$ cat src/logic/freq_counter_pkg.sv
/*
 * frequency counter shared definitions
 * widths, host register map and seven-segment decoding
 */
package freq_counter_pkg;

	// scaled rate in kHz
	localparam int rate_w = 24;
	// display digits and packed bcd
	localparam int digits = 8;
	localparam int bcd_w = 4 * digits;
	// segments a to g, dp left undriven
	localparam int seg_w = 7;

	// host word offsets
	localparam logic [1:0] reg_control = 2'd0;
	localparam logic [1:0] reg_count = 2'd1;
	localparam logic [1:0] reg_rate = 2'd2;
	localparam logic [1:0] reg_bcd = 2'd3;

	// bit order {g,f,e,d,c,b,a}, a zero lights the segment
	function automatic logic [seg_w-1:0] seg_pattern(input logic [3:0] digit);
		case (digit)
			4'd0: seg_pattern = 7'h40;
			4'd1: seg_pattern = 7'h79;
			4'd2: seg_pattern = 7'h24;
			4'd3: seg_pattern = 7'h30;
			4'd4: seg_pattern = 7'h19;
			4'd5: seg_pattern = 7'h12;
			4'd6: seg_pattern = 7'h02;
			4'd7: seg_pattern = 7'h78;
			4'd8: seg_pattern = 7'h00;
			4'd9: seg_pattern = 7'h10;
			// not a decimal digit, so blank
			default: seg_pattern = 7'h7f;
		endcase
	endfunction

endpackage

$ cat src/logic/gate_timer.sv
/*
 * gate timer
 * free-running window generator, gate level plus a close strobe
 */
`timescale 1ns/1ps

module gate_timer #(
	parameter int gate_log2 = 8
) (
	input  logic clock,
	input  logic reset,
	input  logic run,
	output logic gate,
	output logic gate_close
);

	// one extra bit, its msb is the gate
	logic [gate_log2:0] counter;

	always_ff @(posedge clock) begin
		if (reset) begin
			counter <= '0;
			gate_close <= 1'b0;
		end else if (!run) begin
			// stopping drops the gate at once, no close strobe
			counter <= '0;
			gate_close <= 1'b0;
		end else begin
			counter <= counter + 1'b1;
			// wrap from all ones is the falling msb
			gate_close <= &counter;
		end
	end

	// open for the upper half of each period
	assign gate = counter[gate_log2];

endmodule

$ cat src/logic/edge_counter.sv
/*
 * edge counter
 * synchronizes the input and counts rising edges while the gate is open
 */
`timescale 1ns/1ps

module edge_counter #(
	parameter int count_w = 16
) (
	input  logic               clock,
	input  logic               reset,
	input  logic               signal_in,
	input  logic               gate,
	input  logic               gate_close,
	output logic [count_w-1:0] count,
	output logic               count_valid
);

	// two flops against metastability
	logic sync_1;
	logic sync_2;
	// previous synchronized level
	logic level_q;
	logic gate_q;
	logic rise;
	logic [count_w-1:0] running;

	assign rise = sync_2 & ~level_q;

	always_ff @(posedge clock) begin
		if (reset) begin
			sync_1 <= 1'b0;
			sync_2 <= 1'b0;
			level_q <= 1'b0;
			gate_q <= 1'b0;
			running <= '0;
			count_valid <= 1'b0;
		end else begin
			sync_1 <= signal_in;
			sync_2 <= sync_1;
			level_q <= sync_2;
			gate_q <= gate;
			count_valid <= gate_close;
			if (gate_close) begin
				running <= '0;
			end else if (gate && !gate_q) begin
				// fresh window, drops leftovers of a stopped one
				running <= count_w'(rise);
			end else if (gate && rise && running != '1) begin
				// saturate instead of wrapping
				running <= running + 1'b1;
			end
		end
	end

	// result latched as the window ends
	always_ff @(posedge clock) begin
		if (gate_close) begin
			count <= running;
		end
	end

	assert property (@(posedge clock) disable iff (reset) count_valid |=> !count_valid);

endmodule

$ cat src/logic/rate_scaler.sv
/*
 * rate scaler
 * two-stage pipeline, count times clock kHz over the gate length
 */
`timescale 1ns/1ps

module rate_scaler #(
	parameter int count_w = 16,
	parameter int clock_khz = 25000,
	parameter int gate_log2 = 8
) (
	input  logic                                clock,
	input  logic                                reset,
	input  logic [count_w-1:0]                  count,
	input  logic                                count_valid,
	output logic [freq_counter_pkg::rate_w-1:0] rate,
	output logic                                rate_valid
);

	// full product width, nothing lost before the shift
	localparam int khz_w = $clog2(clock_khz + 1);
	localparam int prod_w = count_w + khz_w;

	logic [prod_w-1:0] product;
	logic product_valid;

	// valid bits follow the data
	always_ff @(posedge clock) begin
		if (reset) begin
			product_valid <= 1'b0;
			rate_valid <= 1'b0;
		end else begin
			product_valid <= count_valid;
			rate_valid <= product_valid;
		end
	end

	// stage one, multiply
	always_ff @(posedge clock) begin
		if (count_valid) begin
			product <= prod_w'(count) * prod_w'(clock_khz);
		end
	end

	// stage two, divide by the window length
	always_ff @(posedge clock) begin
		if (product_valid) begin
			rate <= freq_counter_pkg::rate_w'(product >> gate_log2);
		end
	end

endmodule

$ cat src/logic/bin_to_bcd.sv
/*
 * binary to bcd converter
 * shift-and-add-3, one input bit per clock
 */
`timescale 1ns/1ps

module bin_to_bcd (
	input  logic                                clock,
	input  logic                                reset,
	input  logic [freq_counter_pkg::rate_w-1:0] rate,
	input  logic                                rate_valid,
	output logic [freq_counter_pkg::bcd_w-1:0]  bcd,
	output logic                                bcd_valid
);

	localparam int cnt_w = $clog2(freq_counter_pkg::rate_w);

	logic [freq_counter_pkg::rate_w-1:0] shift_q;
	logic [freq_counter_pkg::bcd_w-1:0] bcd_acc;
	logic [freq_counter_pkg::bcd_w-1:0] adjusted;
	logic [freq_counter_pkg::bcd_w-1:0] next_acc;
	logic [cnt_w-1:0] bit_cnt;
	logic busy;
	logic last;

	// add 3 to any digit of 5 or more before the shift
	for (genvar i = 0; i < freq_counter_pkg::digits; i++) begin : g_digit
		assign adjusted[4*i +: 4] = (bcd_acc[4*i +: 4] >= 4'd5) ?
			bcd_acc[4*i +: 4] + 4'd3 : bcd_acc[4*i +: 4];
		assert property (@(posedge clock) disable iff (reset)
			bcd_valid |-> bcd[4*i +: 4] <= 4'd9);
	end

	// msb of the binary enters at the bottom
	assign next_acc = {adjusted[freq_counter_pkg::bcd_w-2:0],
		shift_q[freq_counter_pkg::rate_w-1]};
	assign last = bit_cnt == cnt_w'(freq_counter_pkg::rate_w - 1);

	always_ff @(posedge clock) begin
		if (reset) begin
			busy <= 1'b0;
			bit_cnt <= '0;
			bcd_valid <= 1'b0;
		end else begin
			bcd_valid <= busy && last;
			if (rate_valid) begin
				busy <= 1'b1;
				bit_cnt <= '0;
			end else if (busy) begin
				bit_cnt <= bit_cnt + 1'b1;
				// done after rate_w shifts
				if (last) begin
					busy <= 1'b0;
				end
			end
		end
	end

	always_ff @(posedge clock) begin
		if (rate_valid) begin
			shift_q <= rate;
			bcd_acc <= '0;
		end else if (busy) begin
			shift_q <= shift_q << 1;
			bcd_acc <= next_acc;
			if (last) begin
				bcd <= next_acc;
			end
		end
	end

	// measurements are far apart, a new input never meets a running one
	assert property (@(posedge clock) disable iff (reset) busy |-> !rate_valid);

endmodule

$ cat src/logic/digit_scanner.sv
/*
 * seven-segment digit scanner
 * drives one common-anode digit at a time from a bcd buffer
 */
`timescale 1ns/1ps

module digit_scanner #(
	parameter int scan_log2 = 4
) (
	input  logic                               clock,
	input  logic                               reset,
	input  logic [freq_counter_pkg::bcd_w-1:0] bcd,
	input  logic                               bcd_valid,
	output logic [freq_counter_pkg::digits-1:0] anode,
	output logic [freq_counter_pkg::seg_w-1:0] cathode
);

	logic [freq_counter_pkg::bcd_w-1:0] buffer;
	// blank until the first result arrives
	logic loaded;
	logic [scan_log2-1:0] dwell;
	logic [3:0] digit;

	always_ff @(posedge clock) begin
		if (reset) begin
			loaded <= 1'b0;
			dwell <= '0;
			anode <= freq_counter_pkg::digits'(1);
		end else begin
			dwell <= dwell + 1'b1;
			if (bcd_valid) begin
				loaded <= 1'b1;
			end
			// rotate to the next digit
			if (&dwell) begin
				anode <= {anode[freq_counter_pkg::digits-2:0],
					anode[freq_counter_pkg::digits-1]};
			end
		end
	end

	always_ff @(posedge clock) begin
		if (bcd_valid) begin
			buffer <= bcd;
		end
	end

	// pick the nibble under the lit anode
	always_comb begin
		digit = '0;
		for (int i = 0; i < freq_counter_pkg::digits; i++) begin
			if (anode[i]) begin
				digit = digit | buffer[4*i +: 4];
			end
		end
	end

	// leading zeros stay lit
	assign cathode = loaded ? freq_counter_pkg::seg_pattern(digit) : '1;

	assert property (@(posedge clock) !reset |-> $onehot(anode));

endmodule

$ cat src/logic/wb_status_regs.sv
/*
 * host register block
 * wishbone classic slave with run control and measurement results
 */
`timescale 1ns/1ps

module wb_status_regs #(
	parameter int count_w = 16
) (
	input  logic                                clock,
	input  logic                                reset,
	input  logic                                wb_cyc,
	input  logic                                wb_stb,
	input  logic                                wb_we,
	input  logic [1:0]                          wb_adr,
	input  logic [31:0]                         wb_dat_w,
	output logic [31:0]                         wb_dat_r,
	output logic                                wb_ack,
	input  logic [count_w-1:0]                  count,
	input  logic                                count_valid,
	input  logic [freq_counter_pkg::rate_w-1:0] rate,
	input  logic                                rate_valid,
	input  logic [freq_counter_pkg::bcd_w-1:0]  bcd,
	input  logic                                bcd_valid,
	output logic                                run
);

	logic [15:0] meas_num;
	logic [count_w-1:0] count_q;
	logic [freq_counter_pkg::rate_w-1:0] rate_q;
	logic [freq_counter_pkg::bcd_w-1:0] bcd_q;
	// first cycle of a request, one wait state
	logic accept;

	assign accept = wb_cyc & wb_stb & ~wb_ack;

	always_ff @(posedge clock) begin
		if (reset) begin
			wb_ack <= 1'b0;
			run <= 1'b0;
			meas_num <= '0;
			count_q <= '0;
			rate_q <= '0;
			bcd_q <= '0;
		end else begin
			wb_ack <= accept;
			// only control is writable
			if (accept && wb_we && wb_adr == freq_counter_pkg::reg_control) begin
				run <= wb_dat_w[0];
			end
			// number moves ahead of rate and bcd of the same window
			if (count_valid) begin
				count_q <= count;
				meas_num <= meas_num + 1'b1;
			end
			if (rate_valid) begin
				rate_q <= rate;
			end
			if (bcd_valid) begin
				bcd_q <= bcd;
			end
		end
	end

	// read data captured with the ack
	always_ff @(posedge clock) begin
		if (accept) begin
			case (wb_adr)
				freq_counter_pkg::reg_control: wb_dat_r <= {meas_num, 15'd0, run};
				freq_counter_pkg::reg_count: wb_dat_r <= 32'(count_q);
				freq_counter_pkg::reg_rate: wb_dat_r <= 32'(rate_q);
				default: wb_dat_r <= 32'(bcd_q);
			endcase
		end
	end

	assert property (@(posedge clock) disable iff (reset) wb_ack |-> wb_cyc && wb_stb);

endmodule

$ cat src/logic/freq_counter_top.sv
/*
 * frequency counter top level
 * gate, edge count, scaling, bcd, display scan and host registers
 */
`timescale 1ns/1ps

module freq_counter_top #(
	parameter int gate_log2 = 8,
	parameter int count_w = 16,
	parameter int clock_khz = 25000,
	parameter int scan_log2 = 4
) (
	input  logic                                 clock,
	input  logic                                 reset,
	input  logic                                 signal_in,
	output logic                                 gate,
	input  logic                                 wb_cyc,
	input  logic                                 wb_stb,
	input  logic                                 wb_we,
	input  logic [1:0]                           wb_adr,
	input  logic [31:0]                          wb_dat_w,
	output logic [31:0]                          wb_dat_r,
	output logic                                 wb_ack,
	output logic [freq_counter_pkg::seg_w-1:0]   cathode,
	output logic [freq_counter_pkg::digits-1:0]  anode
);

	logic run;
	logic gate_close;
	logic [count_w-1:0] count;
	logic count_valid;
	logic [freq_counter_pkg::rate_w-1:0] rate;
	logic rate_valid;
	logic [freq_counter_pkg::bcd_w-1:0] bcd;
	logic bcd_valid;

	gate_timer #(.gate_log2(gate_log2)) i_gate_timer (
		.clock(clock), .reset(reset), .run(run), .gate(gate), .gate_close(gate_close)
	);

	edge_counter #(.count_w(count_w)) i_edge_counter (
		.clock(clock), .reset(reset), .signal_in(signal_in), .gate(gate),
		.gate_close(gate_close), .count(count), .count_valid(count_valid)
	);

	rate_scaler #(
		.count_w(count_w), .clock_khz(clock_khz), .gate_log2(gate_log2)
	) i_rate_scaler (
		.clock(clock), .reset(reset), .count(count), .count_valid(count_valid),
		.rate(rate), .rate_valid(rate_valid)
	);

	bin_to_bcd i_bin_to_bcd (
		.clock(clock), .reset(reset), .rate(rate), .rate_valid(rate_valid),
		.bcd(bcd), .bcd_valid(bcd_valid)
	);

	digit_scanner #(.scan_log2(scan_log2)) i_digit_scanner (
		.clock(clock), .reset(reset), .bcd(bcd), .bcd_valid(bcd_valid),
		.anode(anode), .cathode(cathode)
	);

	wb_status_regs #(.count_w(count_w)) i_wb_status_regs (
		.clock(clock), .reset(reset), .wb_cyc(wb_cyc), .wb_stb(wb_stb), .wb_we(wb_we),
		.wb_adr(wb_adr), .wb_dat_w(wb_dat_w), .wb_dat_r(wb_dat_r), .wb_ack(wb_ack),
		.count(count), .count_valid(count_valid), .rate(rate), .rate_valid(rate_valid),
		.bcd(bcd), .bcd_valid(bcd_valid), .run(run)
	);

endmodule

$ cat config.mk
export PLATFORM = sky130hd
export DESIGN_NAME = freq_counter_top
export DESIGN_NICKNAME = d
export VERILOG_FILES = /design/src/logic/freq_counter_pkg.sv /design/src/logic/gate_timer.sv /design/src/logic/edge_counter.sv /design/src/logic/rate_scaler.sv /design/src/logic/bin_to_bcd.sv /design/src/logic/digit_scanner.sv /design/src/logic/wb_status_regs.sv /design/src/logic/freq_counter_top.sv
export SDC_FILE = /design/constraint.sdc
export NUM_CORES = 1
export LEC_CHECK = 0
export ABC_AREA = 1
export BUFFER_PORTS_ARGS = -buffer_cell sky130_fd_sc_hd__buf_4
export CORE_ASPECT_RATIO = 1.1
export CORE_MARGIN = 2
export CORE_UTILIZATION = 55
export DETAILED_ROUTE_END_ITERATION = 8
export PLACE_DENSITY = 0.73
export SLEW_MARGIN = 20
export SYNTH_ARGS = -nofsm -noshare
export SYNTH_HDL_FRONTEND = slang
export SYNTH_HIERARCHICAL = 1
export SYNTH_SLANG_ARGS = --single-unit
export TNS_END_PERCENT = 30
$ cat constraint.sdc
create_clock -name clock -period 8.47 [get_ports clock]
set_clock_uncertainty 0.1 [all_clocks]
set_input_delay 0.847 -clock clock [delete_from_list [all_inputs] [get_ports clock]]
set_output_delay 0.847 -clock clock [all_outputs]
set_load 0.01 [all_outputs]
-- Word level (Yosys, flattened, before mapping)
Memory sizes are Yosys's and may differ from the RTL's.
Index checks and enable logic that the tools add are counted.
- input bits: 40
- memories kept: 1
- ROM bits: 112
- output and inout port bits: 49
- register bits after elaboration: 361
- logic and storage cells: 115
- memory list (memory ; depth ; width ; read ports ; clocked after memory_dff ; write ports ; RTL line ; source):
    (name not given) ; 16 ; 7 ; 1 ; 0 ; 0 ; freq_counter_pkg.sv:23 ; case (digit)
- $lt $le $gt $ge: 8
- multipliers: 1
- reduce and logical (&&, ||, !) cells: 17
- multiplexer cells: 25
- bitwise gates (word level): 14
- equality and inequality tests: 4
- $add $sub $neg: 13
- operators by type and width (operator ; count):
    case mux 32 bit (3 select lines) ; 1
    2-to-1 mux 4 bit ; 15
    adder 16 x 1 -> 16 bit (second input constant) ; 2
    greater-or-equal comparator 4 x 3 -> 1 bit (second input constant) ; 8
    adder 4 x 2 -> 4 bit (second input constant) ; 7
    multiplier 16 x 12 -> 28 bit (second input constant) ; 1
    OR 4 bit ; 7
    2-to-1 mux 24 bit ; 1
    2-to-1 mux 23 bit ; 1
    inequality test 16 bit (second input constant) ; 1
    adder 9 x 1 -> 9 bit (second input constant) ; 1
    AND reduction 9 bit ; 1
    2-to-1 mux 7 bit ; 1
    logical AND 1 bit ; 6
    OR reduction 2 bit ; 3
    adder 5 x 1 -> 5 bit (second input constant) ; 1
    == test 5 bit (second input constant) ; 1
    2-to-1 mux 1 bit ; 5
    adder 4 x 1 -> 4 bit (second input constant) ; 1
    NOT 1 bit ; 4
    AND reduction 4 bit ; 1
    nonzero test 2 bit ; 2
    adder 3 x 2 -> 3 bit (second input constant) ; 1
    bitwise AND 1 bit ; 3
    7 further kinds ; 7

-- Depth between registers and ports, before layout
Gate-level depths: netlist of run 1.
An unclocked memory read counts as a cell.
- word-level depth: 17
- depth in mapped cells: 20
- mapped depth without buffers: 20

-- Modules after synthesis
The synthesis of run 1 kept the hierarchy.
- by module, submodules not included (module ; seq. area each (µm²) ; instances ; area each (µm²) ; cells an instance):
    rate_scaler ; 1421.4 ; 1 ; 5437.7 ; 633
    wb_status_regs ; 2762.6 ; 1 ; 4825.9 ; 598
    bin_to_bcd ; 2462.4 ; 1 ; 4419.2 ; 482
    digit_scanner ; 1221.2 ; 1 ; 1903.1 ; 182
    edge_counter ; 900.9 ; 1 ; 1551.5 ; 172
    gate_timer ; 200.2 ; 1 ; 430.4 ; 57

-- Least setup slack after synthesis of run 1
No wires, ideal clock.
- path type: register to register
- start: reg i_edge_counter.count[3]
- end: reg i_rate_scaler.product[23], data pin
- setup time: 0.252 ns
- path slack: 4.315 ns
- arrival: 3.802 ns
- clock period less this slack: 4.155 ns
- buffers on the path: 0
- required time: 8.118 ns
- cell stages (with the launch flop): 19
- path through: edfxtp_1 > ha_1 > ha_1 > xor2_1 > ha_1 > a31o_2 > fa_1 > inv_1 > fa_1 > inv_1 > ha_1 > nand2_2 > inv_1 > a21oi_2 > nor2_1 > nor2_1 > nand2_1 > nand2_1 > nand2_1
- longest elaborated chain between the ends: 1
- RTL lines (item ; RTL line ; source):
    start, declared ; edge_counter.sv:15 ; output logic [count_w-1:0] count,
    start signal, assigned ; edge_counter.sv:59 ; count <= running;
    multiplier 16 x 12 -> 28 bit ; rate_scaler.sv:41 ; product <= prod_w'(count) * prod_w'(clock_khz);
    end signal, assigned ; rate_scaler.sv:41 ;
    end, declared ; rate_scaler.sv:24 ; logic [prod_w-1:0] product;
No other way between the ends.
A chain may end at the register's enable or synchronous reset.

-- Worst setup path in the final report of run 1
- start: reg i_edge_counter.count[3]
- end: reg i_rate_scaler.product[26], data pin
The elaborated chain is that of the path after synthesis.

==> summary.md, run 1 <==
| Metric | Value |
|---|---|
| Status | finished, final reports clean |
| Post-synth EDFFs | about 180 |
| Vias/cell | between 5 and 6 |
| Setup repair bufs after CTS | 0 |
| DR pass1 iterations | 5 |
| Final Max Slew Viols | 0 |
| Final min period | 4660 ps |
| Post-route cell area | between 0.02 and 0.025 sq mm |
| First-pass GRT wire length | ~66000 microns |
| IO Pins | 89 |
| Cell count after synthesis | between 2000 and 2500 |
| Main synth FF type | edfxtp_1 |
| Worst EP arrival | approximately 4800 ps |
| Leak Pwr | between 0.009 and 0.01 uW |
| Routed Antenna Nets | 0 |
| Commonest cells after routing, fill and taps aside | nand2_1 (552), inv_1 (282), nor2_1 (250) |
| Clk pin slew, worst setup/hold paths | around 60 ps |
| Layout cell share with drive strength beyond 1 | about a tenth |
| Hold crit path type | flop to flop |
| Total Power | between 3000 and 4000 uW |
| Most common cell after layout, fill and taps aside | nand2_1 |
| GRT Total Usage | 23.5% |
| Actual slew at the worst max-slew pin | around 980 ps |
| # port buffers | 57 |
| Final hold viol count | 0 |
| Core area | about 0.033 sq mm |
| Clock buffer depth | 3 |
| Final setup fails | 0 |
| DRC | 0 |
| N_diodes | 0 |
| CP max FO | 7 |
| Fin crit share | a little under three fifths |
| Finished Core Util | between 60% and 70% |
| Antenna violations before repair | 0 |
| Placed cell area | about 0.019 sq mm |
| Per-cell routed wire length | about 15 microns |
| Slew HR | between 30% and 40% |
| Synth Net Count | ~2300 |
| Avg Cell Area, Syn | roughly 9 sq um |
| DRT iter0 DRCs | 1106 |
| Cells resized by post-CTS repair | 0 |
| Layout Nets | around 2400 |
| Total CTS buffers | 38 |
| Gpl congestion | 0.939 |
| Setup TNS | 0 ps |
| Power density over the cells | approximately 180 mW/mm^2 |
| Vias | around 14000 |
| WL final | between 40000 and 50000 microns |
| Ys async rst share | 0% |
| Highest Clock Rate | approximately 0.21 GHz |
| GRT overflow | 0 |
| CTS H-tree depth | 2 |
| Height of the chip | between 150 and 200 microns |
| Pin count of the biggest net entering global routing | 86 |
| Ys Warns | 6 |
| Die width | 179 microns |
| Starting Density | 55.8% |
| Vias in the first global route | ~13000 |
| Hold_buf cts | 0 |
| RSZ-0062 raised after global routing | no |
| Hold slack | around 320 ps |
| CP endpoint kind | flop |
| Critical Path RT | 8650 ps |
| Die area | 0.0352 sq mm |
| Clock Sinks | approximately 360 |
| Sequential area share after synthesis | 48.3% |
| Post-synthesis cell type count | between 40 and 50 |
| Startpoint class of the critical path | flop |
| Worst-skew pair later-pin latency | 530 ps |
| Number of synthesized register bits | 357 |
| Max Cap Viol | 0 |
| Layout overhead on the synthesized area | 10.6% |
| TritonCTS clock tree | done |
| Peak supply drop | approximately 140 uV |
| FP Rows | 70 |
| Post-DP HPWL | ~29000 microns |
| Root Buffer | clkbuf_16 |
| Cell Area, Synth | between 0.015 and 0.02 sq mm |
| Worst setup path class | flop to flop |
==> where the power goes <==
group / switching [uW] / internal [uW]
registers: 21.9 / 1840
logic: 113 / 65.1
clock network: 668 / 937
total: 803 / 2840
==> final timing paths <==
| kind | startpoint | endpoint | slack, ps | cells past startpoint |
|---|---|---|---|---|
| max | i_edge_counter/count[3]$_DFFE_PP_ | i_rate_scaler/product[26]$_DFFE_PP_ | 3810 | 20 |
| min | i_rate_scaler/product[23]$_DFFE_PP_ | i_rate_scaler/rate[15]$_DFFE_PP_ | 320 | 0 |
| max reg2reg | i_edge_counter/count[3]$_DFFE_PP_ | i_rate_scaler/product[26]$_DFFE_PP_ | 3810 | 20 |
| min reg2reg | i_rate_scaler/product[23]$_DFFE_PP_ | i_rate_scaler/rate[15]$_DFFE_PP_ | 320 | 0 |
==> layer usage <==
layer  vias to the layer above  part of all wire, %  track usage (%)
met4                         0                  2.3             6.48
met3                        74                  4.8             2.80
met5                         -                    0                0
met1                      6524                   43             30.3
li1                       6923                    -                -
met2                       350                   50             41.6
==> registers in the layout, summed over array words and instances, names as in the netlist, 16 cells and up <==
name,count
i_wb_status_regs/count_q,16
i_wb_status_regs/bcd_q,32
i_wb_status_regs/meas_num,16
i_bin_to_bcd/bcd_acc,32
i_bin_to_bcd/shift_q,24
i_wb_status_regs/wb_dat_r,32
i_rate_scaler/rate,23
i_digit_scanner/buffer,32
i_edge_counter/count,16
i_wb_status_regs/rate_q,24
i_rate_scaler/product,23
i_bin_to_bcd/bcd,32
i_edge_counter/running,16
==> critical path, stage by stage, from the launching register on <==
cell and delay [ps]:
edfxtp_1 550, ha_1 390, ha_1 360, xor2_1 180, ha_1 180, a31o_2 230
fa_1 500, inv_1 60, fa_1 540, inv_1 40, ha_1 360, nand2_1 220
inv_2 50, nand2_1 60, nand2_1 100, inv_1 90, nand3_2 120, nand2_1 110
nand2_1 50, nand2_1 50, nand2_1 50
==> layout make-up <==
cell class	instances	area, sq um
flip-flops and latches	357	8970
clock inverters	13	109
fillers	2818	12800
repair buffers	62	465
clock buffers	57	1100
inverters	297	1130
well taps	432	541
multi-input cells	1425	8210
==> stage by stage <==
stage                     worst slack, ps  std cells
after floorplan                      4320       2124
after global placement               3900       2573
after detailed placement             3870       2573
after CTS                            3830       2643
after global routing                 3630       2643
final                                3810       2643
==> Yosys cell counts (13+ instances only) <==
cell      count  area share (%)
nor2_4       13            0.79
nand2_2      25            0.84
nand4_1      27            0.91
dfxtp_1     175              19
nor2_1      251             5.1
nand2_1     552              11
and2_1       16            0.54
nand3_1     109             2.9
a21oi_1      52             1.4
inv_1       282             5.7
xor2_1       15            0.71
edfxtp_1    182              29
buf_2        20            0.54
nand3_2      15            0.81
ha_1        137             9.2
clkbuf_1     14            0.28
o21ai_0      98             2.6
fa_1         36             3.9
==> cells by family (layout without fill, tap and decap cells) <==
| group | Yosys count | in the layout | share of synthesized area (%) |
|---|---|---|---|
| compound gates | 186 | 186 | 5.51 |
| xor+xnor | 24 | 24 | 1.13 |
| fa+ha+maj | 173 | 173 | 13.1 |
| buf+inv | 342 | 429 | 7.51 |
| flops | 357 | 357 | 48.3 |
| other cells | 1 | 1 | 0.0202 |
| simple gates | 1041 | 1041 | 24.4 |
(Power assumes the default switching activity.)
==> inputs of run 2 (changes only) <==
--- a/config.mk
+++ b/config.mk
@@ -11,7 +11,7 @@
 export CORE_MARGIN = 2
 export CORE_UTILIZATION = 55
 export DETAILED_ROUTE_END_ITERATION = 8
-export PLACE_DENSITY = 0.73
+export PLACE_DENSITY = 0.75
 export SLEW_MARGIN = 20
 export SYNTH_ARGS = -nofsm -noshare
 export SYNTH_HDL_FRONTEND = slang
==> constraint.sdc (replaced) <==
create_clock -name clock -period 3.86 [get_ports clock]
set_clock_uncertainty 0.1 [all_clocks]
set_input_delay 0.386 -clock clock [delete_from_list [all_inputs] [get_ports clock]]
set_output_delay 0.386 -clock clock [all_outputs]
set_load 0.01 [all_outputs]
==> summary.md, run 2 (synthesized netlist as in run 1, its figures left out) <==
| Metric | Value |
|---|---|
| Critical Path RT | 4040 ps (-4610 ps) |
| Final hold viol count | 0 (unchanged) |
| Final Max Slew Viols | 0 (unchanged) |
| Clk pin slew, worst setup/hold paths | 60 ps (about the same) |
| Highest Clock Rate | 0.242 GHz (+13%) |
| DRT iter0 DRCs | 991 (-10%) |
| Root Buffer | clkbuf_16 |
| Final min period | 4130 ps (-530 ps) |
| CP endpoint kind | flop |
| FP Rows | 70 (unchanged) |
| N_diodes | 0 (unchanged) |
| Pin count of the biggest net entering global routing | 66 (-23%) |
| IO Pins | 89 (unchanged) |
| Worst EP arrival | 4310 ps (-530 ps) |
| Max Cap Viol | 0 (unchanged) |
| Failing checks | setup timing |
| R2R setup slack | -270 ps (-4080 ps) |
| WL final | 42600 microns (+5.8%) |
| Vias/cell | 5.26 (+0.23%) |
| GRT overflow | 0 (unchanged) |
| Core area | 0.0333 sq mm (unchanged) |
| Most common cell after layout, fill and taps aside | nand2_1 |
| # port buffers | 57 (unchanged) |
| Cell family with most CP delay | adder cells |
| Status | finished, violations left |
| Layout cell share with drive strength beyond 1 | 17.3% (+7.8 points) |
| Final setup margin | -269 ps (-4080 ps) |
| First-pass GRT wire length | 69900 microns (+5.5%) |
| Total CTS buffers | 39 (+2.6%) |
| Worst setup path class | flop to flop |
| Leak Pwr | 0.00972 uW (+5.6%) |
| Routed Antenna Nets | 0 (unchanged) |
| Critical-path top delay cell | fa_1 |
| Starting Density | 55.8% (unchanged) |
| Hold crit path type | input port to flop |
| Gpl congestion | 0.916 (-2.5%) |
| CTS H-tree depth | 2 (unchanged) |
| DRC | 0 (unchanged) |
| Vias in the first global route | 14300 (+6.8%) |
| Height of the chip | 197 microns (unchanged) |
| GRT Total Usage | 24.8% (+1.3 points) |
| Clock buffer depth | 3 (unchanged) |
| Fin crit share | 107% (+52 points) |
| Commonest cells after routing, fill and taps aside | nand2_1 (528), inv_1 (261), nor2_1 (244) |
| Layout Nets | 2484 (+3.8%) |
| TritonCTS clock tree | done |
| Die width | 179 microns (unchanged) |
| Finished Core Util | 65.7% (+4.0 points) |
| Peak supply drop | 316 uV (+120%) |
| Power density over the cells | 372 mW/mm^2 (+110%) |
| Vias | 14400 (+3.6%) |
| WP buf/inv | 2 (-2) |
| Most used cell, CP | nand2_1 |
| CP max FO | 5 (-2) |
| Startpoint class of the critical path | flop |
| Die area | 0.0352 sq mm (unchanged) |
| Slew HR | 26.5% (-7.9 points) |
| Per-cell routed wire length | 15.6 microns (+2.3%) |
| Post-DP HPWL | 31500 microns (+7.2%) |
| Clock Sinks | 357 (unchanged) |
| DR pass1 iterations | 5 (unchanged) |
| Setup TNS | -2690 ps (-2690 ps) |
| Worst-path cell chain | ha_1, ha_4, xor2_2, ha_2, a31o_4, fa_1, inv_2, fa_1, inv_2, ha_4, nand2_4, nor2_2, nand2_1, nor2_1, nand2_1, nand4_1, nand2_1 |
| Layout overhead on the synthesized area | 17.8% |
| Worst-skew pair later-pin latency | 530 ps (about the same) |
| Final setup fails | 15 (+15) |
| RSZ-0062 raised after global routing | yes |
| Antenna violations before repair | 0 (unchanged) |
| Crit-path max cell delay | 550 ps (about the same) |
| Actual slew at the worst max-slew pin | 1100 ps (+119 ps) |
==> run 2: changes by cell type in the layout (fill, tap and decap cells not counted), sizes merged <==
cell         delta
clkinvlp        -1
buf            +87
bufinv          +1
dlygate4sd3     +2
clkbuf          +1
==> run 2: power breakdown <==
part           internal [uW]  leakage [uW]  switching (uW)
clock                   2170      0.000621            1480
combinational            146       0.00601             249
sequential              4040       0.00309            49.8
total                   6350       0.00972            1780
==> run 2: area by class of cell <==
type / count / area (sq um)
timing repair buffer: 151 / 1150
inverter: 297 / 1130
sequential: 357 / 8970
multi-input combinational: 1425 / 8800
tap: 432 / 541
clock inverter: 13 / 136
fill: 2585 / 11400
clock buffer: 58 / 1130
==> run 2: worst register-to-register path, cell delays in order, from the launching register on <==
cell,delay (ps)
edfxtp_1,510
ha_1,300
ha_4,270
xor2_2,150
ha_2,180
a31o_4,220
fa_1,550
inv_2,40
fa_1,540
inv_2,50
ha_4,310
nand2_4,90
nor2_2,150
nand2_1,90
nor2_1,110
nand2_1,90
nand4_1,90
nand2_1,50
==> run 2: through the flow <==
step	instances	total power [uW]	hold WS, ps	setup slack [ps]	instance area [sq um]
2_1_floorplan	2124	4440	288	-43.6	18800
3_3_place_gp	2650	4520	301	-180	20100
3_5_place_dp	2650	4550	304	-221	20100
4_1_cts	2728	8200	40.9	-187	21600
5_1_grt	2733	8410	61.2	-367	21900
6_report	2733	8130	56.3	-269	21900
==> run 2: routing by layer <==
metal  global-route usage [%]  vias up  wire [microns]
met5                        0        -               0
met4                     9.41        0            1610
met2                     44.1      403           21200
met3                     3.30      115            2300
met1                     30.6     6749           17400
li1                         -     7109               -
==> run 2: timing repair <==
action,in CTS,in global routing
setup buffers,5,5
endpoints found under the hold margin,2,0
hold buffers,2,0
setup endpoints to repair,17,19
gates resized for setup,32,52
pin swaps,23,46
==> run 2: final timing paths <==
kind,startpoint,depth (start not counted),endpoint
setup / recovery,i_edge_counter/count[2]$_DFFE_PP_,17,i_rate_scaler/product[29]$_DFFE_PP_
hold / removal,wb_cyc,3,i_wb_status_regs/wb_ack$_SDFF_PP0_
hold reg to reg,i_rate_scaler/product[21]$_DFFE_PP_,0,i_rate_scaler/rate[13]$_DFFE_PP_
setup reg to reg,i_edge_counter/count[2]$_DFFE_PP_,17,i_rate_scaler/product[29]$_DFFE_PP_
